## config.mk

```make
export PLATFORM = sky130hd
export DESIGN_NAME = pmaChecker
export DESIGN_NICKNAME = d
export VERILOG_FILES = /design/src/pmaPkg.sv /design/src/pmaChecker.sv
export VERILOG_INCLUDE_DIRS = /design/src
export SDC_FILE = /design/constraint.sdc
export NUM_CORES = 1
export LEC_CHECK = 0
export BUFFER_PORTS_ARGS = -buffer_cell sky130_fd_sc_hd__buf_4
export CAP_MARGIN = 20
export CORE_AREA = 2 2 39 41
export DETAILED_ROUTE_END_ITERATION = 8
export DIE_AREA = 0 0 41 43
export PLACE_DENSITY = 0.77
export SYNTH_ARGS = -nofsm -noshare
export SYNTH_HDL_FRONTEND = slang
export SYNTH_SLANG_ARGS = --single-unit
```

## constraint.sdc

```tcl
create_clock -name vclk -period 4
set_clock_uncertainty 0.15 [all_clocks]
set_input_delay 0 -clock vclk [all_inputs]
set_output_delay 0 -clock vclk [all_outputs]
set_load 0.02 [all_outputs]
```

## src/pmaDefs.svh

```systemverilog
////////////////////////////////////////////////////////////
// Physical memory map of the subsystem
// A range is a mask of low one-bits and a base must be aligned to it
// Each peripheral window holds four 32-bit words
// TIM must stay the larger RAM because the shared RAM index is sized for it
////////////////////////////////////////////////////////////

`ifndef PMA_DEFS_SVH
`define PMA_DEFS_SVH

////////////////////////////////////////////////////////////
// Region bases and ranges
////////////////////////////////////////////////////////////

// Boot TIM holds 4 KiB
`define BOOTTIM_BASE  32'h0000_1000
`define BOOTTIM_RANGE 32'h0000_0FFF

// Main TIM holds 16 KiB
`define TIM_BASE      32'h8000_0000
`define TIM_RANGE     32'h0000_3FFF

// Peripheral windows are 16 bytes each
`define CLINT_BASE    32'h0200_0000
`define CLINT_RANGE   32'h0000_000F
`define GPIO_BASE     32'h1001_2000
`define GPIO_RANGE    32'h0000_000F
`define UART_BASE     32'h1000_0000
`define UART_RANGE    32'h0000_000F
`define PLIC_BASE     32'h0C00_0000
`define PLIC_RANGE    32'h0000_000F

////////////////////////////////////////////////////////////
// RAM depths
////////////////////////////////////////////////////////////

// Word counts follow directly from the byte ranges
`define BOOTTIM_WORDS ((`BOOTTIM_RANGE + 1) / 4)
`define TIM_WORDS     ((`TIM_RANGE + 1) / 4)

// Width of the word index shared by both RAMs
`define RAM_INDEX_W   $clog2(`TIM_WORDS)

`endif

```

## src/pmaPkg.sv

```systemverilog
////////////////////////////////////////////////////////////
// Types shared by the memory subsystem
// Size encoding 2'b11 is not named and is handled as a word
////////////////////////////////////////////////////////////

package pmaPkg;

  // Kind of access carried with each request
  typedef enum logic [1:0] {
    kindFetch  = 2'd0,
    kindLoad   = 2'd1,
    kindStore  = 2'd2,
    kindAtomic = 2'd3
  } accessKindT;

  // Fault code returned with each response
  typedef enum logic [1:0] {
    faultNone  = 2'd0,
    faultInstr = 2'd1,
    faultLoad  = 2'd2,
    faultStore = 2'd3
  } faultT;

  // Access size in bytes as a power of two
  typedef enum logic [1:0] {
    sizeByte = 2'd0,
    sizeHalf = 2'd1,
    sizeWord = 2'd2
  } sizeT;

  // One-hot region select, all zero when no region is hit
  typedef logic [5:0] regionSelT;

  // Bit positions inside regionSelT
  localparam int unsigned selBootTim = 5;
  localparam int unsigned selTim     = 4;
  localparam int unsigned selClint   = 3;
  localparam int unsigned selGpio    = 2;
  localparam int unsigned selUart    = 1;
  localparam int unsigned selPlic    = 0;

endpackage

```

## src/pmaChecker.sv

```systemverilog
////////////////////////////////////////////////////////////
// Combinational physical memory attribute check
// Only the two RAM regions are cacheable, idempotent and
// atomic-capable, and UART only decodes for byte accesses
// Every access fault of the subsystem is raised here
////////////////////////////////////////////////////////////

`include "pmaDefs.svh"

module pmaChecker import pmaPkg::*; (
  input  logic [31:0] addr,
  input  sizeT        size,
  input  accessKindT  kind,
  output regionSelT   regionSel,
  output logic        cacheable,
  output logic        idempotent,
  output logic        atomicAllowed,
  output faultT       fault
);

  logic hitBootTim, hitTim, hitClint, hitGpio, hitUart, hitPlic;
  logic preHitUart;
  logic empty;

  // An address hits when every bit above the range mask equals the base
  function automatic logic regionHit(input logic [31:0] a, input logic [31:0] base,
                                     input logic [31:0] range);
    return (a & ~range) == base;
  endfunction

  ////////////////////////////////////////////////////////////
  // Region decode
  ////////////////////////////////////////////////////////////

  assign hitBootTim = regionHit(addr, `BOOTTIM_BASE, `BOOTTIM_RANGE);
  assign hitTim     = regionHit(addr, `TIM_BASE, `TIM_RANGE);
  assign hitClint   = regionHit(addr, `CLINT_BASE, `CLINT_RANGE);
  assign hitGpio    = regionHit(addr, `GPIO_BASE, `GPIO_RANGE);
  assign preHitUart = regionHit(addr, `UART_BASE, `UART_RANGE);
  assign hitPlic    = regionHit(addr, `PLIC_BASE, `PLIC_RANGE);

  // The UART window is byte-wide, so wider accesses fall through to empty
  assign hitUart = preHitUart && (size == sizeByte);

  // Bit order matches the selT positions in the package
  assign regionSel = {hitBootTim, hitTim, hitClint, hitGpio, hitUart, hitPlic};
  assign empty     = ~|regionSel;

  ////////////////////////////////////////////////////////////
  // Attributes
  ////////////////////////////////////////////////////////////

  // The RAMs are the only well-behaved memory in the map
  assign cacheable     = hitBootTim | hitTim;
  assign idempotent    = hitBootTim | hitTim;
  assign atomicAllowed = hitBootTim | hitTim;

  ////////////////////////////////////////////////////////////
  // Fault generation
  ////////////////////////////////////////////////////////////

  always_comb begin
    fault = faultNone;
    case (kind)
      kindFetch:  if (empty) fault = faultInstr;
      kindLoad:   if (empty) fault = faultLoad;
      kindStore:  if (empty) fault = faultStore;
      // An empty region is never atomic-capable, so one test covers both cases
      kindAtomic: if (!atomicAllowed) fault = faultStore;
      default:    fault = faultNone;
    endcase
  end

endmodule

```

==> run_results.csv <==
group,metric,value,unit
power_and_ir_drop,leakage_power,0.000297,µW
setup_path,cp-startpoint,"addr[17]",
layout,insertedDiodeCount,0,
clock_network,gates_resized_cts_repair,0,
yosys,combined_area_of_all_synthesized_cells,438,µm²
floorplan,chipHeight,43,µm
global_routing,first_pass_grt_wire_length,2000,µm
floorplan,start_util,31.6,%
flow_run,max_cap_violations,0,
sta,finalWorstPathRequiredPeriod,1810,ps
global_routing,grt_max_degree,7,
setup_path,worstPathMaxFanout,4,
layout,sequential_cell_area,0,µm²
sta,timing.slew.headroom,80.1,%
sta,grt_setup_unrepaired,"false",
routing,firstDrtPassIters,2,
routing,drc,0,
floorplan,design.core.area,0.00138,mm²
routing,avgRoutedWirePerCell,11.4,µm
power_and_ir_drop,vdd_ir_drop_max,0.0304,mV
clock_network,postCtsSetupBuffers,0,
power_and_ir_drop,netSwitchingFraction,39.0,%
layout,syn2layout_area_growth,64.6,%
yosys,synth.distinct_cells,30,
clock_network,cts-hold-fix-buffers,0,
floorplan,dieArea,0.00176,mm²
routing,detail-route-antenna-nets,0,
layout,fin_nets,127,
layout,layout.cells.most_common_list,"sky130_fd_sc_hd__buf_4, sky130_fd_sc_hd__or3_1, sky130_fd_sc_hd__nor3_1",
routing,dr_vias,541,
setup_path,worstPathRequired,3850,ps
yosys,synth_top_cells_by_area,"sky130_fd_sc_hd__buf_4, sky130_fd_sc_hd__nor4b_4, sky130_fd_sc_hd__or4_4",
floorplan,core.rowCount,14,
global_routing,grt.overflow.total,0,
sta,slew_viol_final,0,
yosys,top_cell_type_s_share_of_synthesized_area,13.7,%
power_and_ir_drop,combinationalPowerShare,100.0,%
yosys,postSynthCellCount,54,
layout,fill_cell_total_of_the_finished_layout,139,
yosys,post_synth.cell_area_avg,8.11,µm²
setup_path,cp.arrival,1660,ps
layout,n_sequential_cell,0,
power_and_ir_drop,seq_power_share,0,%
sta,finalHoldViolations,0,
yosys,synth.yosys.warnings,0,
status,run_status,"finished, final reports clean",
layout,final_instance_area,721,µm²
setup_path,crit_type,"input pin to output pin",
sta,setup_violations,0,
global_routing,first_global_vias,473,
power_and_ir_drop,power.internal,27.4,µW
yosys,yosysSeqAreaShare,0,%
placement,dpl_cell_area,721,µm²
sta,worst-slew-pin-transition,297,ps
min_path,startpoint_of_the_worst_hold_path,"size[1]",
global_routing,antenna_found_initial,0,
placement,io_buffers,43,
min_path,hp-class,"input pin to output pin",
sta,max_clock_freq,553,MHz
placement,dp.final_hpwl,1090,µm
routing,detail_route.vias_per_cell,5.15,
power_and_ir_drop,pwr-share-clk,0,%
power_and_ir_drop,power.net_switching,17.5,µW
routing,finalWirelength,1200,µm
sta,layout_worst_path_cycle_share,45.2,%
setup_path,critPathCaptureType,"output pin",
placement,gpl.final_weighted_congestion,0.734,
power_and_ir_drop,power.density,62.2,mW/mm²
layout,layout_commonest_cell,"sky130_fd_sc_hd__buf_4",
floorplan,die_w,41,µm
floorplan,num_io_pins,47,
yosys,synth_largest_area_cell,"sky130_fd_sc_hd__buf_4",
routing,drt-initial-drc-count,2,
yosys,number_of_nets_produced_by_synthesis,90,
setup_path,worstSetupStartpointType,"input pin",
layout,share_of_post_route_cells_with_drive_strength_above_1,65.2,%
layout,clock_buffers,0,
sta,timing.setup.tns,0,ps
global_routing,globalRouteTotalUtil,15.0,%
cells by family after synthesis:
logic type             Yosys count  synth area share (%)
AO/OA/AOI/OAI                    8                  16.6
buffers and inverters           10                  15.4
AND/OR/NAND/NOR                 36                  68.0
routing by layer:
metal / track usage, % / wire, µm / vias to the layer above / part of all wire (%)
met5: 0 / 0 / - / 0
met2: 25.9 / 643 / 14 / 54
li1: - / - / 280 / -
met4: 0 / 0 / 0 / 0
met1: 21.2 / 488 / 247 / 41
met3: 0 / 65 / 0 / 5.4
power by group through the flow:
stage | logic, µW | clock network (µW) | registers, µW
2_1_floorplan | 13.0 | 0 | 0
3_3_place_gp | 43.9 | 0 | 0
3_5_place_dp | 45.1 | 0 | 0
4_1_cts | 45.1 | 0 | 0
5_1_grt | 49.0 | 0 | 0
6_report | 44.8 | 0 | 0
through the flow:
step	hold slack [ps]	utilization (%)	total power [µW]	instances	setup slack [ps]
6_report	135	52.1	44.8	105	2190
5_1_grt	139	52.1	49.0	105	2100
4_1_cts	136	52.1	45.1	105	2180
3_5_place_dp	136	52.1	45.1	105	2200
3_3_place_gp	133	52.1	43.9	105	2200
2_1_floorplan	-13.6	-	13.0	54	2280
cell usage after synthesis, types with 2 or more instances:
| cell type | n |
|---|---|
| sky130_fd_sc_hd__o2111ai_1 | 2 |
| sky130_fd_sc_hd__buf_4 | 8 |
| sky130_fd_sc_hd__nand3_1 | 2 |
| sky130_fd_sc_hd__inv_1 | 2 |
| sky130_fd_sc_hd__or3_1 | 4 |
| sky130_fd_sc_hd__or4_1 | 2 |
| sky130_fd_sc_hd__nor4b_4 | 2 |
| sky130_fd_sc_hd__nor4_1 | 2 |
| sky130_fd_sc_hd__or4_4 | 3 |
| sky130_fd_sc_hd__nor3_1 | 4 |
| sky130_fd_sc_hd__nand2_1 | 3 |
| sky130_fd_sc_hd__nor4_2 | 2 |
cell type report:
type	instances	area (µm²)	area share, %
inverters	2	7.51	1.04
repair buffers	43	323	44.8
well taps	16	20.0	2.78
multi-input cells	44	370	51.4
path summary, 6_finish.rpt:
kind | endpoint | cells after the start
worst max-delay path | fault[0] | 7
worst min-delay path | regionSel[1] | 3
worst max-delay path: stages:
cell                       delay [ps]
sky130_fd_sc_hd__buf_4            110
sky130_fd_sc_hd__or4_4            540
sky130_fd_sc_hd__or2_1            250
sky130_fd_sc_hd__nor4_2           270
sky130_fd_sc_hd__a21boi_2         290
sky130_fd_sc_hd__a21oi_2           50
sky130_fd_sc_hd__buf_4            160
Power figures use the tool's default switching activity.
