**config.mk**
```make
export PLATFORM = sky130hd
export DESIGN_NAME = accessCtrl
export DESIGN_NICKNAME = d
export VERILOG_FILES = /design/src/pmaPkg.sv /design/src/accessCtrl.sv
export VERILOG_INCLUDE_DIRS = /design/src
export SDC_FILE = /design/constraint.sdc
export NUM_CORES = 1
export LEC_CHECK = 0
export CORE_AREA = 10 10 115 117
export CTS_CLUSTER_DIAMETER = 150
export DETAILED_ROUTE_END_ITERATION = 16
export DIE_AREA = 0 0 125 127
export DONT_BUFFER_PORTS = 1
export PLACE_DENSITY = 0.55
export SETUP_SLACK_MARGIN = 0.05
export SYNTH_ARGS = -nofsm -noshare
export SYNTH_HDL_FRONTEND = slang
export SYNTH_SLANG_ARGS = --single-unit
```
**constraint.sdc**
```tcl
create_clock -name clk -period 1.3 [get_ports clk]
set_input_delay 0.195 -clock clk [delete_from_list [all_inputs] [get_ports clk]]
set_output_delay 0.195 -clock clk [all_outputs]
set_load 0.05 [all_outputs]
```
**src/pmaDefs.svh**
```systemverilog
////////////////////////////////////////////////////////////
// Physical memory map of the subsystem
// A range is a mask of low one-bits and a base must be aligned to it
// Each peripheral window holds four 32-bit words
// TIM must stay the larger RAM because the shared RAM index is sized for it
////////////////////////////////////////////////////////////

`ifndef PMA_DEFS_SVH
`define PMA_DEFS_SVH

////////////////////////////////////////////////////////////
// Region bases and ranges
////////////////////////////////////////////////////////////

// Boot TIM holds 4 KiB
`define BOOTTIM_BASE  32'h0000_1000
`define BOOTTIM_RANGE 32'h0000_0FFF

// Main TIM holds 16 KiB
`define TIM_BASE      32'h8000_0000
`define TIM_RANGE     32'h0000_3FFF

// Peripheral windows are 16 bytes each
`define CLINT_BASE    32'h0200_0000
`define CLINT_RANGE   32'h0000_000F
`define GPIO_BASE     32'h1001_2000
`define GPIO_RANGE    32'h0000_000F
`define UART_BASE     32'h1000_0000
`define UART_RANGE    32'h0000_000F
`define PLIC_BASE     32'h0C00_0000
`define PLIC_RANGE    32'h0000_000F

////////////////////////////////////////////////////////////
// RAM depths
////////////////////////////////////////////////////////////

// Word counts follow directly from the byte ranges
`define BOOTTIM_WORDS ((`BOOTTIM_RANGE + 1) / 4)
`define TIM_WORDS     ((`TIM_RANGE + 1) / 4)

// Width of the word index shared by both RAMs
`define RAM_INDEX_W   $clog2(`TIM_WORDS)

`endif

```
**src/pmaPkg.sv**
```systemverilog
////////////////////////////////////////////////////////////
// Types shared by the memory subsystem
// Size encoding 2'b11 is not named and is handled as a word
////////////////////////////////////////////////////////////

package pmaPkg;

  // Kind of access carried with each request
  typedef enum logic [1:0] {
    kindFetch  = 2'd0,
    kindLoad   = 2'd1,
    kindStore  = 2'd2,
    kindAtomic = 2'd3
  } accessKindT;

  // Fault code returned with each response
  typedef enum logic [1:0] {
    faultNone  = 2'd0,
    faultInstr = 2'd1,
    faultLoad  = 2'd2,
    faultStore = 2'd3
  } faultT;

  // Access size in bytes as a power of two
  typedef enum logic [1:0] {
    sizeByte = 2'd0,
    sizeHalf = 2'd1,
    sizeWord = 2'd2
  } sizeT;

  // One-hot region select, all zero when no region is hit
  typedef logic [5:0] regionSelT;

  // Bit positions inside regionSelT
  localparam int unsigned selBootTim = 5;
  localparam int unsigned selTim     = 4;
  localparam int unsigned selClint   = 3;
  localparam int unsigned selGpio    = 2;
  localparam int unsigned selUart    = 1;
  localparam int unsigned selPlic    = 0;

endpackage

```
**src/accessCtrl.sv**
```systemverilog
////////////////////////////////////////////////////////////
// Two-stage access control with a fixed latency of 2 cycles
// Stage 1 checks and issues, stage 2 forms the response
// No back-pressure, so every response must be taken
// Accesses are assumed to be naturally aligned
////////////////////////////////////////////////////////////

`include "pmaDefs.svh"

module accessCtrl import pmaPkg::*; (
  input  logic                    clk,
  input  logic                    arstN,
  input  logic                    reqValid,
  input  logic [31:0]             reqAddr,
  input  sizeT                    reqSize,
  input  accessKindT              reqKind,
  input  logic [31:0]             reqWData,
  output logic [31:0]             chkAddr,
  output sizeT                    chkSize,
  output accessKindT              chkKind,
  input  regionSelT               regionSel,
  input  logic                    cacheable,
  input  logic                    idempotent,
  input  logic                    atomicAllowed,
  input  faultT                   fault,
  output logic                    bootEn,
  output logic                    timEn,
  output logic                    ramWe,
  output logic [3:0]              ramByteEn,
  output logic [`RAM_INDEX_W-1:0] ramIndex,
  output logic [31:0]             ramWData,
  output logic                    regEn,
  output logic                    regWe,
  output logic [1:0]              regRegion,
  output logic [1:0]              regIndex,
  input  logic [31:0]             bootRData,
  input  logic [31:0]             timRData,
  input  logic [31:0]             regRData,
  output logic                    rspValid,
  output logic [31:0]             rspRData,
  output faultT                   rspFault,
  output regionSelT               rspRegion,
  output logic                    rspCacheable,
  output logic                    rspIdempotent,
  output logic                    rspAtomicOk
);

  logic        s1Valid, issue, isWrite;
  logic [31:0] s1Addr, s1WData;
  sizeT        s1Size;
  accessKindT  s1Kind;
  logic        s2Valid, s2Store, s2Cacheable, s2Idempotent, s2AtomicOk;
  faultT       s2Fault;
  regionSelT   s2Region;

  ////////////////////////////////////////////////////////////
  // Stage 1: hold the request, check it and issue it
  ////////////////////////////////////////////////////////////

  always_ff @(posedge clk or negedge arstN) begin
    if (!arstN) s1Valid <= 1'b0;
    else        s1Valid <= reqValid;
  end

  // Request payload is only captured on a strobe
  always_ff @(posedge clk) begin
    if (reqValid) begin
      s1Addr  <= reqAddr;
      s1Size  <= reqSize;
      s1Kind  <= reqKind;
      s1WData <= reqWData;
    end
  end

  assign chkAddr = s1Addr;
  assign chkSize = s1Size;
  assign chkKind = s1Kind;

  // A faulted access is squashed here so no store sees an enable
  assign issue   = s1Valid && (fault == faultNone);
  assign isWrite = (s1Kind == kindStore) || (s1Kind == kindAtomic);

  assign bootEn = issue && regionSel[selBootTim];
  assign timEn  = issue && regionSel[selTim];
  assign ramWe  = issue && isWrite;
  assign regEn  = issue && |regionSel[selClint:selPlic];
  assign regWe  = issue && isWrite;

  // Word index inside each store
  assign ramIndex = s1Addr[`RAM_INDEX_W+1:2];
  assign regIndex = s1Addr[3:2];

  // CLINT, GPIO, UART and PLIC map to banks 0 to 3
  assign regRegion = {regionSel[selUart] | regionSel[selPlic],
                      regionSel[selGpio] | regionSel[selPlic]};

  // Lanes follow the size and low address bits, and the data is replicated
  // so that every enabled lane sees the right bytes
  always_comb begin
    case (s1Size)
      sizeByte: begin
        ramByteEn = 4'b0001 << s1Addr[1:0];
        ramWData  = {4{s1WData[7:0]}};
      end
      sizeHalf: begin
        ramByteEn = 4'b0011 << {s1Addr[1], 1'b0};
        ramWData  = {2{s1WData[15:0]}};
      end
      default: begin
        ramByteEn = 4'b1111;
        ramWData  = s1WData;
      end
    endcase
  end

  ////////////////////////////////////////////////////////////
  // Stage 2: response
  ////////////////////////////////////////////////////////////

  always_ff @(posedge clk or negedge arstN) begin
    if (!arstN) begin
      s2Valid      <= 1'b0;
      s2Store      <= 1'b0;
      s2Fault      <= faultNone;
      s2Region     <= '0;
      s2Cacheable  <= 1'b0;
      s2Idempotent <= 1'b0;
      s2AtomicOk   <= 1'b0;
    end else begin
      s2Valid      <= s1Valid;
      s2Store      <= (s1Kind == kindStore);
      s2Fault      <= fault;
      s2Region     <= regionSel;
      s2Cacheable  <= cacheable;
      s2Idempotent <= idempotent;
      s2AtomicOk   <= atomicAllowed;
    end
  end

  // Store read data lands in the same cycle as the stage 2 registers
  always_comb begin
    rspRData = '0;
    if ((s2Fault == faultNone) && !s2Store) begin
      if (s2Region[selBootTim])  rspRData = bootRData;
      else if (s2Region[selTim]) rspRData = timRData;
      else                       rspRData = regRData;
    end
  end

  assign rspValid      = s2Valid;
  assign rspFault      = s2Fault;
  assign rspRegion     = s2Region;
  assign rspCacheable  = s2Cacheable;
  assign rspIdempotent = s2Idempotent;
  assign rspAtomicOk   = s2AtomicOk;

endmodule

```
==> metrics.md, run 1 <==
| Metric | Value |
|---|---|
| CORE AREA | ~11000 µm² |
| CTS tree | built |
| Post-Syn Instances | 277 |
| Max Transition Viols Final | 0 |
| Gr ovfl total | 0 |
| Syn_nets | 455 |
| Wirelength per Cell | approximately 27 µm |
| DR pass1 iterations | 4 |
| Syn Area/Cell | about 15 µm² |
| Die X | between 100 and 150 µm |
| WHS | -0.08904 ns |
| CTS sink count | 82 |
| Relative slew slack | 0.5040 |
| Data required time of the critical path | roughly 1.1 ns |
| Reg clk slew, reported paths | 0.06 ns |
| Hold_sp | reqValid |
| Post-layout nets | between 600 and 700 |
| Final worst slack | -0.6274 ns |
| Die Area | 15880 µm² |
| Iter 0 DRT Violations | 127 |
| Die height | 127 µm |
| Critical path origin | rspFault[0] |
| CP endpoint kind | output port |
| RSZ-0062 raised after global routing | yes |
| Final Instance Area | 7453 µm² |
| Failing checks | hold timing, setup timing |
| PD cells | ~1200 nW/µm² |
| Finish-stage setup viols | 68 |
| Clk Latency, worst-skew pair | 0.33 ns |
| DR vias/cell | 5.034 |
| Remaining antenna violation count | 0 |
| Sequential area share after synthesis | 0.5927 |
| Via count | about 3000 |
| YS warnings | 0 |
| Gr usage total | 0.1884 |
| H-tree depth | 3 |
| Clock skew | 0.003009 ns |
| Maximum clock insertion buffer count | 2 |
| Synth Cell Area | around 4000 µm² |
| Antenna violations before repair | 2 |
| CP Launch Type | flop |
| CTS Hold Bufs | 80 |
| Share of post-route cells with drive strength above 1 | 0.4809 |
| Site Rows | 39 |
| IO Count | 315 |
| Routability cong. | 0.7853 |
| Area after DPL | between 5000 and 6000 µm² |
| Arrival @ worst endpoint | 1.73 ns |
| Final hold vios | 69 |
| Global-route wire length before repair | 22.84 mm |
| Worst slew pin tran | 0.7415 ns |
| Vias in the first global route | 3410 |
| Leak | 2.790 nW |
| Max Fclk | ~0.52 GHz |
| Worst Hold Class | in -> reg |
| Final wirelength | 15.69 mm |
| Dpl hpwl | roughly 11 mm |
| Largest net degree at the start of global routing | 70 |
| Synthesized flop and latch total | 82 |
| Tcrit/Tclk final | 1.483 |
| Number of port buffers | 0 |
| Outcome | complete, but fails checks |
| VDD IR max | 1.112 mV |
| Worst reg2reg path startpoint | chkKind[1] |
| Fin crit period | 1.927 ns |
| DRC Markers | 0 |
| Total negative slack | -32.88 ns |
| Setup CP Type | reg -> out |
| CTS Buf Count | 9 |
| Max FO, Critical Path | 17 |
| Area Overhead vs Synth | 84.66% |
| CTS Root Cell | clkbuf_16 |
| Initial Util | 0.3628 |
| Max_cap viols | 0 |
| Post-synth cell types | 22 |
-- critical path, cell delays in order (launching register included) --
cell and delay (ns):
dfrtp_2 0.39, or3_4 0.40, buf_12 0.20, a211oi_4 0.22
buf_12 0.17
-- final timing paths --
kind                                     end  slack [ns]  cells after the start
worst max-delay path            rspRData[16]       -0.63                      4
worst min-delay path                 s1Valid       -0.09                      0
worst max register to register       s2Store        0.38                      2
worst min register to register      rspValid        0.48                      1
max in group asynchronous        rspFault[0]        0.41                      1
min in group asynchronous       rspRegion[2]        0.37                      1
-- cell families (layout without fill, tap and decap cells) --
logic type | count (synthesis) | in the layout | synth area share
flops | 82 | 82 | 0.5927
mux | 56 | 56 | 0.1438
simple gates | 51 | 51 | 0.07378
compound gates | 45 | 45 | 0.1162
buf+inv | 43 | 211 | 0.07347
other cells | 0 | 2 | 0
-- report_power, final --
group	internal (mW)	switching (mW)
registers	3.08	0.329
clock network	1.49	1.02
logic	1.21	1.66
-- area by class of cell --
| type | count | area [µm²] |
|---|---|---|
| antenna | 2 | 5.005 |
| timing repair buffer | 193 | 2621 |
| clock buffer | 9 | 225.2 |
| inverter | 2 | 7.507 |
| sequential | 82 | 2397 |
| clock inverter | 7 | 68.82 |
| fill | 740 | 3672 |
| tap | 143 | 178.9 |
| multi-input combinational | 152 | 1949 |
-- repair_timing --
item                                   in CTS  in global routing
buffers inserted                            8                  2
resized for setup                          51                 11
gates cloned                                2                  2
pin swaps                                  16                  3
setup endpoints to repair                  71                 79
endpoints found under the hold margin     162                 69
-- cell usage after synthesis (all sizes together) --
cell | n | area [µm²]
buf | 36 | 270.3
nor3b | 1 | 7.510
nor2 | 2 | 10.01
mux2 | 16 | 180.2
nand2 | 8 | 30.03
or2 | 2 | 12.51
o21bai | 4 | 30.03
dfrtp | 14 | 350.3
a211oi | 32 | 390.4
edfxtp | 68 | 2042
o31a | 1 | 8.760
inv | 2 | 7.510
nor2b | 34 | 212.7
clkbuf | 5 | 18.77
or3 | 1 | 6.260
o21ai | 8 | 40.04
mux2i | 40 | 400.4
and2 | 3 | 18.77
-- placed cells by master, fill, tap and decap left out, types with 11 or more instances in the layout --
cell type	count
mux2i_1	31
buf_4	25
mux2_4	16
buf_12	67
dlygate4sd3_1	80
nor2b_1	33
clkbuf_16	11
buf_6	15
edfxtp_1	68
a211oi_4	32
-- through the flow --
stage | total power, mW | hold WS (ns) | cells | utilization | setup slack (ns)
2_1_floorplan | 5.170 | -0.1006 | 277 | - | -0.5997
5_1_grt | 9.065 | -0.1166 | 590 | 0.6699 | -0.6861
3_3_place_gp | 5.895 | -0.1001 | 481 | 0.5341 | -0.3026
3_5_place_dp | 5.916 | -0.1001 | 481 | 0.5341 | -0.3117
4_1_cts | 8.799 | -0.1186 | 586 | 0.6637 | -0.6559
6_report | 8.778 | -0.08904 | 590 | 0.6699 | -0.6274
-- state kept, by name, indices dropped and copies added, names as in the netlist --
register       flops
rspFault           2
s1WData           32
rspIdempotent      1
chkKind            2
rspRegion          6
chkSize            2
rspValid           1
s2Store            1
rspCacheable       1
chkAddr           32
rspAtomicOk        1
s1Valid            1
-- metal layers --
layer | track usage | wire length (µm)
met2 | 0.3320 | 8392
met1 | 0.1810 | 4938
met3 | 0.1046 | 1988
met5 | 0 | 0
met4 | 0.07114 | 374
(Power assumes the default switching activity.)
==> run 2, diff against run 1 <==
--- a/config.mk
+++ b/config.mk
@@ -11,7 +11,7 @@
 export DETAILED_ROUTE_END_ITERATION = 16
 export DIE_AREA = 0 0 125 127
 export DONT_BUFFER_PORTS = 1
-export PLACE_DENSITY = 0.55
+export PLACE_DENSITY = 0.53
 export SETUP_SLACK_MARGIN = 0.05
 export SYNTH_ARGS = -nofsm -noshare
 export SYNTH_HDL_FRONTEND = slang
==> constraint.sdc (replaced) <==
create_clock -name clk -period 2.3 [get_ports clk]
set_input_delay 0.345 -clock clk [delete_from_list [all_inputs] [get_ports clk]]
set_output_delay 0.345 -clock clk [all_outputs]
set_load 0.05 [all_outputs]
==> run 2 against run 1 <==
  * The flow now finishes without violations
  * Critical path depth is the same
  * Wire length shrank 20%
  * Worst hold slack gained 0.13 ns
  * Die area is the same
  * Clock skew shrank 0.0014 ns
  * Design area shrank 25%
  * First-iteration DRC count shrank 14%
  * Power shrank 47%
==> metrics.md, run 2 (synthesis results as in run 1) <==
| Metric | Value |
|---|---|
| Final wirelength | 12.51 mm (-20%) |
| Routability cong. | 0.7965 (+1.4%) |
| CTS tree | built |
| CTS sink count | 82 (unchanged) |
| Max FO, Critical Path | 32 (+15) |
| Dpl hpwl | 10.76 mm (-6.3%) |
| PD cells | 841.0 nW/µm² (-29%) |
| Wirelength per Cell | 26.33 µm (-1.0%) |
| CTS Root Cell | clkbuf_16 |
| Gr usage total | 0.1476 (-0.04080) |
| Commonest non-fill, non-tap cell in the layout | edfxtp_1 |
| Arrival @ worst endpoint | 1.78 ns (+0.05 ns) |
| Finish-stage setup viols | 0 (-100%) |
| Met3 Resource Use GR | 0.08147 (-0.02316) |
| Tcrit/Tclk final | 0.9234 |
| Number of port buffers | 0 (unchanged) |
| Clk Latency, worst-skew pair | 0.32 ns (about the same) |
| Global-route wire length before repair | 17.81 mm (-22%) |
| M1 GR Usage | 0.1465 (-0.03448) |
| Max Fclk | approximately 0.47 GHz |
| IO Count | 315 (unchanged) |
| Iter 0 DRT Violations | 109 (-14%) |
| DR pass1 iterations | 4 (unchanged) |
| VDD IR max | 0.6235 mV (-44%) |
| Post-layout nets | 504 (-18%) |
| Global route hottest layer | met2 |
| Outcome | completed |
| Slowest cell on the critical path | or3_4 |
| Setup CP Type | reg -> out |
| DR vias/cell | 5.078 (+0.87%) |
| Maximum clock insertion buffer count | 2 (unchanged) |
| H-tree depth | 3 (unchanged) |
| Leak | 2.034 nW (-27%) |
| Initial Util | 0.3628 (unchanged) |
| Antenna violations before repair | 2 (unchanged) |
| Worst slew pin tran | 0.6453 ns (-0.09629 ns) |
| Worst Hold Class | in -> reg |
| Die X | 125 µm (unchanged) |
| Data required time of the critical path | 1.96 ns (+0.85 ns) |
| Filler Cell Count | 905 (+22%) |
| Total negative slack | 0 ns (+32.88 ns) |
| Most frequent cells in the layout | edfxtp_1, buf_4, mux2i_1 |
| Largest net degree at the start of global routing | 70 (unchanged) |
| Final hold vios | 0 (-100%) |
| Share of post-route cells with drive strength above 1 | 0.4502 (-0.03075) |
| Reg clk slew, reported paths | 0.06 ns (about the same) |
| Via count | 2412 (-19%) |
| CORE AREA | 11130 µm² (unchanged) |
| Max_cap viols | 0 (unchanged) |
| Max Transition Viols Final | 0 (unchanged) |
| Remaining antenna violation count | 0 (unchanged) |
| CTS Buf Count | 9 (unchanged) |
| Relative slew slack | 0.5684 (+0.06440) |
| Fin crit period | 2.124 ns |
| Site Rows | 39 (unchanged) |
| RSZ-0062 raised after global routing | no |
| GRT met2 Usage | 0.2604 (-0.07158) |
| Vias in the first global route | 2662 (-22%) |
| Gr ovfl total | 0 (unchanged) |
| CP Buf/Inv Count | 2 (unchanged) |
| Clock skew | 0.001601 ns (-0.001408 ns) |
| DRC Markers | 0 (unchanged) |
| Die height | 127 µm (unchanged) |
| Area Overhead vs Synth | 38.00% |
| Slowest cell delay on critical path | 0.40 ns (about the same) |
| CP endpoint kind | output port |
| Die Area | 15880 µm² (unchanged) |
| Cells along the critical path | or3_4 > buf_12 > a211oi_2 > buf_4 |
| CP Launch Type | flop |
| CP delay by family, top | buffers and inverters |
| WHS | 0.04245 ns (+0.1315 ns) |
## run 2: cell types whose count changed in the layout (fill, tap and decap cells not counted), sizes merged
cell         change
buf             -33
bufinv           +2
clkbuf           -2
clkinv           -4
diode            -1
dlygate4sd3     -79
inv              +2
## run 2: routing by layer
metal | wire [µm] | part of all wire
met1 | 4306 | 0.34
met2 | 6619 | 0.53
met3 | 1473 | 0.12
met4 | 90 | 0.0072
met5 | 18 | 0.0014
## run 2: stage by stage
stage,utilization,worst slack (ns),power (mW),cells,cell area [µm²]
after global routing,0.5007,0.07893,4.850,475,5570
after global placement,0.4677,0.4750,3.097,457,5204
final,0.5007,0.1762,4.685,475,5570
after detailed placement,0.4677,0.4342,3.101,457,5204
after floorplan,-,-0.2273,2.813,277,4272
after CTS,0.5000,0.07622,4.745,474,5563
## run 2: worst paths after layout
path	endpoint	from	slack, ns	cells after the start
worst max-delay path	rspRData[30]	rspFault[1]	0.18	4
worst min-delay path	rspRegion[4]	regionSel[4]	0.04	0
worst max register to register	s2Store	chkKind[0]	1.41	1
worst min register to register	rspValid	s1Valid	0.38	0
max in group asynchronous	rspRegion[4]	arstN	1.36	1
min in group asynchronous	rspIdempotent	arstN	0.48	1
## run 2: where the power goes
| group | total (mW) | switching [mW] | internal [mW] |
|---|---|---|---|
| Clock | 1.62 | 0.550 | 1.07 |
| Sequential | 1.94 | 0.203 | 1.74 |
| Combinational | 1.12 | 0.779 | 0.343 |
| Total | 4.68 | 1.53 | 3.15 |
## run 2: final cells by class
type	count	area [µm²]	area share
antenna	1	2.502	0.0004492
clock buffer	9	225.2	0.04043
clock inverter	7	123.9	0.02224
inverter	2	7.507	0.001348
multi-input combinational	152	1593	0.2859
sequential	82	2394	0.4297
tap	143	178.9	0.03212
timing repair buffer	79	1046	0.1878
## run 2: what timing repair did
item / in CTS / in global routing
setup endpoints to repair: 0 / 2
setup buffers: 0 / 0
hold buffers: 1 / 0
endpoints found under the hold margin: 14 / 0
gates resized for setup: 0 / 1
