### src/pmaDefs.svh
////////////////////////////////////////////////////////////
// Physical memory map of the subsystem
// A range is a mask of low one-bits and a base must be aligned to it
// Each peripheral window holds four 32-bit words
// TIM must stay the larger RAM because the shared RAM index is sized for it
////////////////////////////////////////////////////////////

`ifndef PMA_DEFS_SVH
`define PMA_DEFS_SVH

////////////////////////////////////////////////////////////
// Region bases and ranges
////////////////////////////////////////////////////////////

// Boot TIM holds 4 KiB
`define BOOTTIM_BASE  32'h0000_1000
`define BOOTTIM_RANGE 32'h0000_0FFF

// Main TIM holds 16 KiB
`define TIM_BASE      32'h8000_0000
`define TIM_RANGE     32'h0000_3FFF

// Peripheral windows are 16 bytes each
`define CLINT_BASE    32'h0200_0000
`define CLINT_RANGE   32'h0000_000F
`define GPIO_BASE     32'h1001_2000
`define GPIO_RANGE    32'h0000_000F
`define UART_BASE     32'h1000_0000
`define UART_RANGE    32'h0000_000F
`define PLIC_BASE     32'h0C00_0000
`define PLIC_RANGE    32'h0000_000F

////////////////////////////////////////////////////////////
// RAM depths
////////////////////////////////////////////////////////////

// Word counts follow directly from the byte ranges
`define BOOTTIM_WORDS ((`BOOTTIM_RANGE + 1) / 4)
`define TIM_WORDS     ((`TIM_RANGE + 1) / 4)

// Width of the word index shared by both RAMs
`define RAM_INDEX_W   $clog2(`TIM_WORDS)

`endif

### src/periphRegs.sv
////////////////////////////////////////////////////////////
// Scratch registers in place of CLINT, GPIO, UART and PLIC
// Four words per bank, all cleared by reset
// Reads before it writes, like the RAMs
////////////////////////////////////////////////////////////

module periphRegs (
  input  logic        clk,
  input  logic        arstN,
  input  logic        en,
  input  logic        we,
  input  logic [3:0]  byteEn,
  input  logic [1:0]  region,
  input  logic [1:0]  index,
  input  logic [31:0] wData,
  output logic [31:0] rData
);

  // Bank 0 is CLINT, then GPIO, UART and PLIC
  logic [31:0] regs [4][4];

  ////////////////////////////////////////////////////////////
  // Register bank
  ////////////////////////////////////////////////////////////

  always_ff @(posedge clk or negedge arstN) begin
    if (!arstN) begin
      rData <= '0;
      for (int b = 0; b < 4; b++) begin
        for (int w = 0; w < 4; w++) begin
          regs[b][w] <= '0;
        end
      end
    end else if (en) begin
      // Old word goes out even on a write
      rData <= regs[region][index];
      if (we) begin
        for (int lane = 0; lane < 4; lane++) begin
          if (byteEn[lane]) begin
            regs[region][index][8*lane +: 8] <= wData[8*lane +: 8];
          end
        end
      end
    end
  end

endmodule

### config.mk
export PLATFORM = sky130hd
export DESIGN_NAME = periphRegs
export DESIGN_NICKNAME = d
export VERILOG_FILES = /design/src/pmaDefs.svh /design/src/periphRegs.sv
export SDC_FILE = /design/constraint.sdc
export NUM_CORES = 1
export LEC_CHECK = 0
export BUFFER_PORTS_ARGS = -buffer_cell sky130_fd_sc_hd__buf_2
export CAP_MARGIN = 10
export CORE_MARGIN = 5
export CORE_UTILIZATION = 35
export CTS_CLUSTER_SIZE = 12
export DETAILED_ROUTE_END_ITERATION = 12
export PLACE_DENSITY_LB_ADDON = 0.25
export SKIP_LAST_GASP = 1
export SLEW_MARGIN = 5
export SYNTH_ARGS = -nofsm -noshare
export SYNTH_HDL_FRONTEND = slang
export SYNTH_SLANG_ARGS = --single-unit
export TNS_END_PERCENT = 50
### constraint.sdc
create_clock -name clk -period 1.25 [get_ports clk]
set_input_delay 0.125 -clock clk [delete_from_list [all_inputs] [get_ports clk]]
set_output_delay 0.125 -clock clk [all_outputs]
set_load 0.005 [all_outputs]
==> results.sh, run 1 <==
export IMPL_status="finished, violations left"
export IMPL_violations="setup timing"
export IMPL_syn_avg_cell_area_um2=14.5
export IMPL_start_util_pct=35.4
export IMPL_crit_reg2reg_launch="regs[4]"
export IMPL_vias_per_cell=5.18
export IMPL_min_from="wData[4]"
export IMPL_portBuffers=75
export IMPL_firstDrtPassIters=5
export IMPL_grtUsageTotal_pct=17.2
export IMPL_die_h_um=276
export IMPL_cts_buffer_depth=3
export IMPL_whs_path_depth=2
export IMPL_root_buffer="clkbuf_16"
export IMPL_seqPwrFrac_pct=47.9
export IMPL_netlist_instances=1717
export IMPL_synthToLayoutAreaGrowth_pct=22.0
export IMPL_cp_data_required_time_ns=1.73
export IMPL_final_cell_mix="542 x dfrtp_1, 422 x mux2_2, 192 x mux2i_1"
export IMPL_rsz0062_at_grt="yes"
export IMPL_drt_iter0_drc=911
export IMPL_routed_wl_um=66200
export IMPL_clock_sinks=544
export IMPL_grt_max_degree=95
export IMPL_grt_overflow=0
export IMPL_whs_endpoint="regs[196]"
export IMPL_maxCapViolCount=0
export IMPL_grt_pass1_wl_um=103000
export IMPL_drt_wirelength_per_cell_um=22.6
export IMPL_antenna_found_initial=5
export IMPL_start_kind="flip-flop"
export IMPL_r2r_setup_slack_ns=-0.15
export IMPL_crit_fanout=2
export IMPL_power_density_mw_per_mm2=1450
export IMPL_worstHoldPathType="primary input to flip-flop"
export IMPL_vias=15200
export IMPL_n_fill_cell=6379
export IMPL_fin_crit_sh_pct=112
export IMPL_finish_utilization_pct=43.1
export IMPL_ir_drop_mv=1.11
export IMPL_core_area_mm2=0.0703
export IMPL_swShare_pct=24.4
export IMPL_setup_violations=52
export IMPL_drc_errors=0
export IMPL_cts_max_level=2
export IMPL_dp_hpwl_um=45200
export IMPL_drt_met1_wl_um=30000
export IMPL_p_leak_nw=14.6
export IMPL_clk_latency_ns=0.61
export IMPL_drive_gt1_share_pct=48.5
export IMPL_fp_row_count=97
export IMPL_ys_seq_area_share_pct=54.8
export IMPL_finalHoldViolCount=0
export IMPL_fin_nets=1989
export IMPL_period_minus_slack_ns=1.40
export IMPL_critPathArrivalTime_ns=1.88
export IMPL_syn_nets=1761
export IMPL_finalPower_mw=44.0
export IMPL_tightestPinTransition_ns=0.521
export IMPL_setup_slack_ns=-0.151
export IMPL_cts_tree="yes"
export IMPL_internal_power_mw=33.3
export IMPL_clkTransAtPathRegs_ns=0.06
export IMPL_ioPinCount=76
export IMPL_slew_viol_final=0
export IMPL_grt_pass1_vias=16500
export IMPL_pwr_share_comb_pct=13.7
export IMPL_worstRegToRegCells=3
export IMPL_cts_inserted_buffers=58
export IMPL_ys_seq_elements=544
export IMPL_slew_headroom_pct=65.3
export IMPL_dr_wl_met2_um=32300
export IMPL_antenna_left=0
export IMPL_met3_length_um=2760
export IMPL_finClkSkew_ns=0.0225
export IMPL_gp_congestion=0.829
export IMPL_layout_commonest_cell="dfrtp_1"
export IMPL_critPathKind="flip-flop to flip-flop"
export IMPL_die_w_um=276
export IMPL_yosys_cell_types_count=41
export IMPL_endpoint_kind="flip-flop"
export IMPL_fmaxAchievable_ghz=0.714
export IMPL_p_switching_mw=10.8
export IMPL_clock_power_share_pct=38.4
export IMPL_yosys_warnings=0
export IMPL_syn_area_mm2=0.0249
export IMPL_top_layer="met5"
export IMPL_dieArea_mm2=0.0764
export IMPL_timing_rr_end="rData[4]"
==> cells by family (layout without fill, tap and decap cells) <==
group           count (synthesis)  after routing  share of synthesized area, %
mux                           736            736                          33.8
buf+inv                       109            381                          2.44
other cells                     0              4                             0
simple gates                  168            168                          4.69
flops                         544            544                          54.8
compound gates                160            160                          4.27
==> power by group through the flow <==
stage                     registers [mW]  clock network, mW  logic, mW
after CTS                           21.1               17.4       6.06
final                               21.1               16.9       6.03
after detailed placement            21.4                  0       5.95
after floorplan                     21.0                  0       4.04
after global placement              21.3                  0       5.76
after global routing                21.4               18.1       6.61
==> final cells by class <==
type	count	area, um^2	area share, %
clock inverters	16	161	0.532
multi-input cells	1064	11100	36.6
inverters	1	3.75	0.0124
clock buffers	88	1720	5.66
diodes	4	10.0	0.0330
well taps	940	1180	3.88
repair buffers	276	2530	8.35
flip-flops and latches	544	13600	44.9
==> what timing repair did <==
action	in CTS	in global routing
buffers inserted	6	4
hold buffers	21	0
setup endpoints to repair	60	64
pin swaps	0	6
gates resized for setup	6	16
hold endpoints to repair	708	0
==> flip-flops by register name, indices dropped and copies added, names as in the netlist <==
register  cells
rData        32
regs        512
==> cells in the mapped netlist (all sizes together) <==
cell type / instances / area [um^2]
nor4: 1 / 12.5
or2: 4 / 25.0
a221oi: 16 / 140
nand4: 1 / 21.3
mux4: 32 / 721
and3: 4 / 25.0
a31oi: 32 / 200
o211ai: 16 / 120
o21ai: 16 / 80.1
buf: 61 / 424
clkbuf: 47 / 179
nor3: 6 / 66.3
or3b: 3 / 26.3
nand3b: 3 / 38.8
inv: 1 / 3.75
nor2: 89 / 627
nor2b: 1 / 8.76
mux2: 512 / 5770
o22ai: 64 / 400
nand3: 5 / 45.0
or3: 1 / 6.26
nand2b: 4 / 40.0
a22oi: 16 / 120
mux2i: 192 / 1920
nand2: 46 / 223
dfrtp: 544 / 13600
==> worst max path at each step <==
stage                   start         to  slack [ns]  cells past startpoint
floorplan            index[0]   regs[32]       -0.15                      6
global placement     index[0]  regs[276]       -0.49                      6
detailed placement  region[0]   rData[3]       -0.50                      7
CTS                   regs[4]   rData[4]       -0.18                      3
global route          regs[4]   rData[4]       -0.23                      3
finish                regs[4]   rData[4]       -0.15                      3
==> per-layer routing <==
metal  track usage [%]  vias to the layer above
li1                  -                     6826
met1              23.7                     8049
met2              28.9                      244
met3              3.13                       85
met4              3.42                        2
met5                 0                        -
==> worst max-delay path: stages, from the launching register on <==
cell and delay (ns):
dfrtp_1 0.38, mux4_2 0.46, o211ai_1 0.30, a31oi_1 0.13
==> stage by stage <==
| stage | TNS (ns) | cells | setup WS (ns) | hold slack [ns] | instance area (um^2) |
|---|---|---|---|---|---|
| floorplan | -35.03 | 1717 | -0.154 | -0.171 | 25300 |
| global placement | -201.82 | 2794 | -0.488 | -0.00191 | 28100 |
| detailed placement | -204.47 | 2794 | -0.505 | -0.00319 | 28100 |
| CTS | -3.60 | 2925 | -0.176 | 0.00382 | 30200 |
| global route | -4.92 | 2929 | -0.227 | 0.0203 | 30300 |
| finish | -1.57 | 2933 | -0.151 | 0.0286 | 30300 |
Note: power is estimated with default switching activity, not from simulation.
==> run 2: changes to the inputs <==
- ABC_AREA: default -> 1
==> run 2 against run 1 <==
The flow still finishes with violations (setup timing); clock power grew 7%; power grew 3.1%; synthesized area grew 3.3%; synthesized cell count grew 88%; hold slack gained 0.016 ns; maximum frequency grew 6.7%; register-to-register slack gained 0.24 ns; utilization shrank 0.55 points; clock-buffer cell count grew 2; clock skew shrank 0.012 ns; non-clock buffer count grew 30; critical endpoint is now rData[16].
==> results.sh, run 2 <==
export IMPL_syn_avg_cell_area_um2=7.96
export IMPL_worstHoldPathType="primary input to flip-flop"
export IMPL_critPathKind="flip-flop to primary output"
export IMPL_critPathArrivalTime_ns=1.19
export IMPL_core_area_mm2=0.0728
export IMPL_clk_latency_ns=0.62
export IMPL_vias_per_cell=4.84
export IMPL_portBuffers=75
export IMPL_synthToLayoutAreaGrowth_pct=20.8
export IMPL_maxCapViolCount=0
export IMPL_ir_drop_mv=0.973
export IMPL_clock_sinks=544
export IMPL_period_minus_slack_ns=1.31
export IMPL_grt_pass1_wl_um=119000
export IMPL_crit_fanout=2
export IMPL_gp_congestion=0.774
export IMPL_grtUsageTotal_pct=18.7
export IMPL_finClkSkew_ns=0.0102
export IMPL_antenna_left=0
export IMPL_finalSetupTns_ns=-0.577
export IMPL_path_buf_inv=1
export IMPL_synth_edf_count=0
export IMPL_endpoint_kind="primary output"
export IMPL_ys_seq_elements=544
export IMPL_fmaxAchievable_ghz=0.762
export IMPL_grt_max_degree=80
export IMPL_layout_commonest_cell="nand2_1"
export IMPL_antenna_found_initial=0
export IMPL_fin_nets=3427
export IMPL_drive_gt1_share_pct=13.8
export IMPL_yosys_cell_types_count=23
export IMPL_die_w_um=281
export IMPL_yosys_cell_count_top_type="nand2_1"
export IMPL_cts_buffer_depth=3
export IMPL_fp_row_count=99
export IMPL_start_util_pct=35.3
export IMPL_fin_crit_sh_pct=105
export IMPL_dieArea_mm2=0.0789
export IMPL_drc_errors=0
export IMPL_firstDrtPassIters=5
export IMPL_start_kind="flip-flop"
export IMPL_netlist_instances=3227
export IMPL_drt_wirelength_per_cell_um=16.8
export IMPL_power_density_mw_per_mm2=1460
export IMPL_finish_utilization_pct=42.6
export IMPL_drt_iter0_drc=1829
export IMPL_clkTransAtPathRegs_ns=0.06
export IMPL_p_leak_nw=15.8
export IMPL_finalHoldViolCount=0
export IMPL_critPathTopFamily="flip-flops"
export IMPL_ys_seq_area_share_pct=53.0
export IMPL_slowest_stage="dfrtp_2"
export IMPL_status="finished, violations left"
export IMPL_cts_inserted_buffers=59
export IMPL_rsz0062_at_grt="yes"
export IMPL_worstPathCellList="buf_6"
export IMPL_violations="setup timing"
export IMPL_cts_tree="yes"
export IMPL_critPathMaxStageDelay_ns=0.44
export IMPL_yosysTopAreaCell="dfrtp_1"
export IMPL_dp_hpwl_um=47700
export IMPL_synthArstFlopShare_pct=100
export IMPL_ys_flop_type="dfrtp_1"
export IMPL_root_buffer="clkbuf_16"
export IMPL_largest_register="regs"
export IMPL_die_h_um=281
export IMPL_cp_data_required_time_ns=1.12
export IMPL_largest_register_ffs=512
export IMPL_cts_max_level=2
export IMPL_setup_slack_ns=-0.0628
export IMPL_synth_top_cells_by_area="dfrtp_1 53%, nand2_1 23%, o21ai_0 5.4%"
export IMPL_grt_overflow=0
export IMPL_setup_violations=22
export IMPL_slew_headroom_pct=68.4
export IMPL_synth_top_area_share_pct=53.0
export IMPL_tightestPinTransition_ns=0.473
export IMPL_top_regs="regs: 512 flops, rData: 32 flops"
export IMPL_ioPinCount=76
export IMPL_routed_wl_um=73900
export IMPL_final_cell_mix="1548 x nand2_1, 543 x dfrtp_1, 275 x o21ai_0"
export IMPL_slew_viol_final=0
export IMPL_vias=21200
export IMPL_yosys_warnings=0
export IMPL_n_antenna_cell=0
export IMPL_yosys_top_cells_count="1548 x nand2_1, 544 x dfrtp_1, 275 x o21ai_0"
export IMPL_syn_area_mm2=0.0257
export IMPL_grt_pass1_vias=20200
export IMPL_syn_nets=3271
## run 2: cell types whose count changed in the layout (fill, tap and decap cells not counted), sizes merged, moves of 19 or more
cell and delta:
nand3 +155, a31oi -32, mux4 -32, buf +19, mux2i -192, nor2 +29, mux2 -512, inv +41
nand2 +1561, o21ai +496, nand4 +31, o22ai -64
## run 2: final cells by class
| type | count | area (um^2) |
|---|---|---|
| multi-input cells | 2429 | 10700 |
| clock buffers | 90 | 1800 |
| flip-flops and latches | 544 | 13600 |
| well taps | 959 | 1200 |
| inverters | 43 | 179 |
| clock inverters | 18 | 215 |
| fillers | 7414 | 41800 |
| repair buffers | 306 | 3360 |
## run 2: timing repair
action | CTS | global route
buffers inserted | 3 | 2
endpoints found under the hold margin | 933 | 0
setup endpoints to repair | 32 | 34
gates resized for setup | 6 | 0
hold buffers | 32 | 0
## run 2: report_power, final
| group | internal, mW | switching [mW] | leakage [nW] | total (mW) |
|---|---|---|---|---|
| combinational | 2.60 | 3.64 | 7.59 | 6.24 |
| sequential | 19.9 | 1.20 | 7.23 | 21.1 |
| clock | 10.8 | 7.27 | 1.00 | 18.1 |
## run 2: logic make-up (layout without fill, tap and decap cells)
group                  after synthesis  in the layout  synth area share [%]
flip-flops                         544            544                  53.0
buffers and inverters              254            457                  5.49
AND/OR/NAND/NOR                   1917           1917                  31.3
AO/OA/AOI/OAI                      512            512                  10.2
## run 2: per-stage QoR
stage	hold WS (ns)	setup slack [ns]	instance area [um^2]	instances	power, mW
floorplan	-0.171	0.00692	25700	3227	25.0
global placement	0.00153	-0.140	28600	4244	27.4
detailed placement	0.000148	-0.160	28600	4244	27.5
CTS	0.00134	-0.115	31000	4387	45.9
global route	0.0320	-0.104	31000	4389	47.8
finish	0.0445	-0.0628	31000	4389	45.4
## run 2: final timing paths
path	from	end	slack, ns	cells past startpoint
worst max-delay path	rData[16]	rData[16]	-0.06	1
min in group asynchronous	arstN	regs[352]	0.18	3
max in group asynchronous	arstN	regs[441]	0.19	3
worst max register to register	regs[34]	rData[2]	0.09	6
worst min-delay path	wData[8]	regs[136]	0.04	4
worst min register to register	regs[28]	regs[28]	0.48	2
## run 2: metal layers
layer  part of all wire (%)  global-route usage (%)  up-vias
li1                       -                       -    10600
met1                     49                    27.9    10100
met2                     45                    29.4      371
met3                    4.0                    2.18       93
met4                    1.9                    3.98        0
met5                      0                       0        -
==> run 3: changes to the inputs <==
- PLACE_DENSITY: default -> 0.56
- PLACE_DENSITY_LB_ADDON: 0.25 -> default
==> run 3 against run 2 <==
The flow still finishes with violations (setup timing); clock skew up 0.013 ns; critical endpoint unchanged; sequential share of layout area up 0.24 points; largest power group unchanged; power down 2.9%; setup slack worse by 0.012 ns; final cell count about the same.
==> results.sh, run 3 (synthesized netlist as in run 2, its figures left out) <==
export IMPL_status="finished, violations left"
export IMPL_violations="setup timing"
export IMPL_fmaxAchievable_ghz=0.755
export IMPL_dp_hpwl_um=48100
export IMPL_grt_pass1_vias=20400
export IMPL_top_regs="regs: 512 flops, rData: 32 flops"
export IMPL_vias=21300
export IMPL_regArea_mm2=0.0136
export IMPL_die_w_um=281
export IMPL_r2r_setup_slack_ns=0.17
export IMPL_n_fill_cell=7407
export IMPL_grt_pass1_wl_um=117000
export IMPL_crit_fanout=2
export IMPL_portBuffers=75
export IMPL_p_leak_nw=15.7
export IMPL_slew_headroom_pct=63.0
export IMPL_largest_register="regs"
export IMPL_stdcell_area_mm2=0.0309
export IMPL_setup_slack_ns=-0.0745
export IMPL_ioPinCount=76
export IMPL_clkTransAtPathRegs_ns=0.06
export IMPL_grt_overflow=0
export IMPL_synthToLayoutAreaGrowth_pct=20.1
export IMPL_cp_data_required_time_ns=1.12
export IMPL_clock_sinks=544
export IMPL_n_antenna_cell=0
export IMPL_final_cell_mix="1548 x nand2_1, 542 x dfrtp_1, 275 x o21ai_0"
export IMPL_power_density_mw_per_mm2=1430
export IMPL_dpl_worst_slack_ns=-0.329
export IMPL_fin_nets=3432
export IMPL_core_area_mm2=0.0728
export IMPL_dp_cells=4246
export IMPL_critPathKind="flip-flop to primary output"
export IMPL_worstPathCellList="buf_6"
export IMPL_place_area_mm2=0.0286
export IMPL_fin_hold_ws_ns=0.0565
export IMPL_drt_wirelength_per_cell_um=16.5
export IMPL_tightestPinTransition_ns=0.553
export IMPL_slew_viol_final=0
export IMPL_vias_per_cell=4.85
export IMPL_critPathTopFamily="flip-flops"
export IMPL_cts_buffer_depth=3
export IMPL_drc_errors=0
export IMPL_firstDrtPassIters=6
export IMPL_critPathArrivalTime_ns=1.20
export IMPL_worstHoldPathType="primary input to flip-flop"
export IMPL_path_buf_inv=1
export IMPL_dieArea_mm2=0.0789
export IMPL_drt_iter0_drc=1767
export IMPL_die_h_um=281
export IMPL_period_minus_slack_ns=1.32
export IMPL_start_util_pct=35.3
export IMPL_multiInputGateArea_mm2=0.0107
export IMPL_fin_crit_sh_pct=106
export IMPL_rsz0062_at_grt="yes"
export IMPL_root_buffer="clkbuf_16"
export IMPL_gp_congestion=0.783
export IMPL_cts_inserted_buffers=57
export IMPL_antenna_left=0
export IMPL_start_kind="flip-flop"
export IMPL_antenna_found_initial=0
export IMPL_critPathMaxStageDelay_ns=0.43
export IMPL_cts_tree="yes"
export IMPL_clk_latency_ns=0.62
export IMPL_setup_violations=28
export IMPL_layout_commonest_cell="nand2_1"
export IMPL_drive_gt1_share_pct=13.6
export IMPL_finish_utilization_pct=42.4
export IMPL_fp_row_count=99
export IMPL_ir_drop_mv=1.02
export IMPL_routed_wl_um=72500
export IMPL_endpoint_kind="primary output"
export IMPL_grtUsageTotal_pct=18.3
export IMPL_slowest_stage="dfrtp_1"
export IMPL_cts_max_level=2
export IMPL_largest_register_ffs=512
export IMPL_maxCapViolCount=0
export IMPL_layout_cells_non_filler=4390
export IMPL_finClkSkew_ns=0.0230
export IMPL_finalHoldViolCount=0
export IMPL_grt_max_degree=69
[run 3: changes by cell type in the layout (fill, tap and decap cells not counted), sizes merged]
cell         delta
buf             +6
bufinv          -3
clkinv          -5
clkinvlp        +1
dlygate4sd3     +1
inv             +1
[run 3: worst paths after layout]
kind                       startpoint   endpoint  depth (start not counted)
max                         rData[16]  rData[16]                          1
min reg2reg                 regs[443]  regs[443]                          2
max reg2reg                 regs[137]   rData[9]                          8
min                         wData[10]  regs[202]                          4
max in group asynchronous       arstN  regs[259]                          3
min in group asynchronous       arstN   rData[7]                          3
[run 3: layer usage]
layer / GRT usage (%) / share of wire (%) / vias up
met1: 27.4 / 49 / 10200
met3: 2.75 / 4.6 / 76
li1: - / - / 10600
met4: 3.47 / 1.5 / 0
met5: 0 / 0 / -
met2: 28.8 / 45 / 402
[run 3: per-stage QoR]
stage / setup TNS, ns / power [mW]
global placement: -39.23 / 27.4
CTS: -2.30 / 44.6
detailed placement: -45.06 / 27.5
global route: -2.71 / 46.4
floorplan: 0 / 25.0
finish: -0.723 / 44.1
[run 3: report_power, final]
group	total, mW	switching [mW]	internal, mW
sequential	21.1	1.21	19.9
clock	16.8	7.05	9.74
combinational	6.23	3.62	2.61
total	44.1	11.9	32.2
[run 3: repair_timing]
action	in CTS	in global routing
setup buffers	7	2
hold buffers	33	0
resized for setup	4	1
cloned	0	0
endpoints found under the setup margin	32	43
endpoints found under the hold margin	952	0
[run 3: final cells by class]
class,instances,area share [%]
flip-flops and latches,544,44.1
multi-input cells,2429,34.6
repair buffers,313,10.9
clock buffers,90,5.55
well taps,959,3.89
inverters,43,0.580
clock inverters,12,0.377
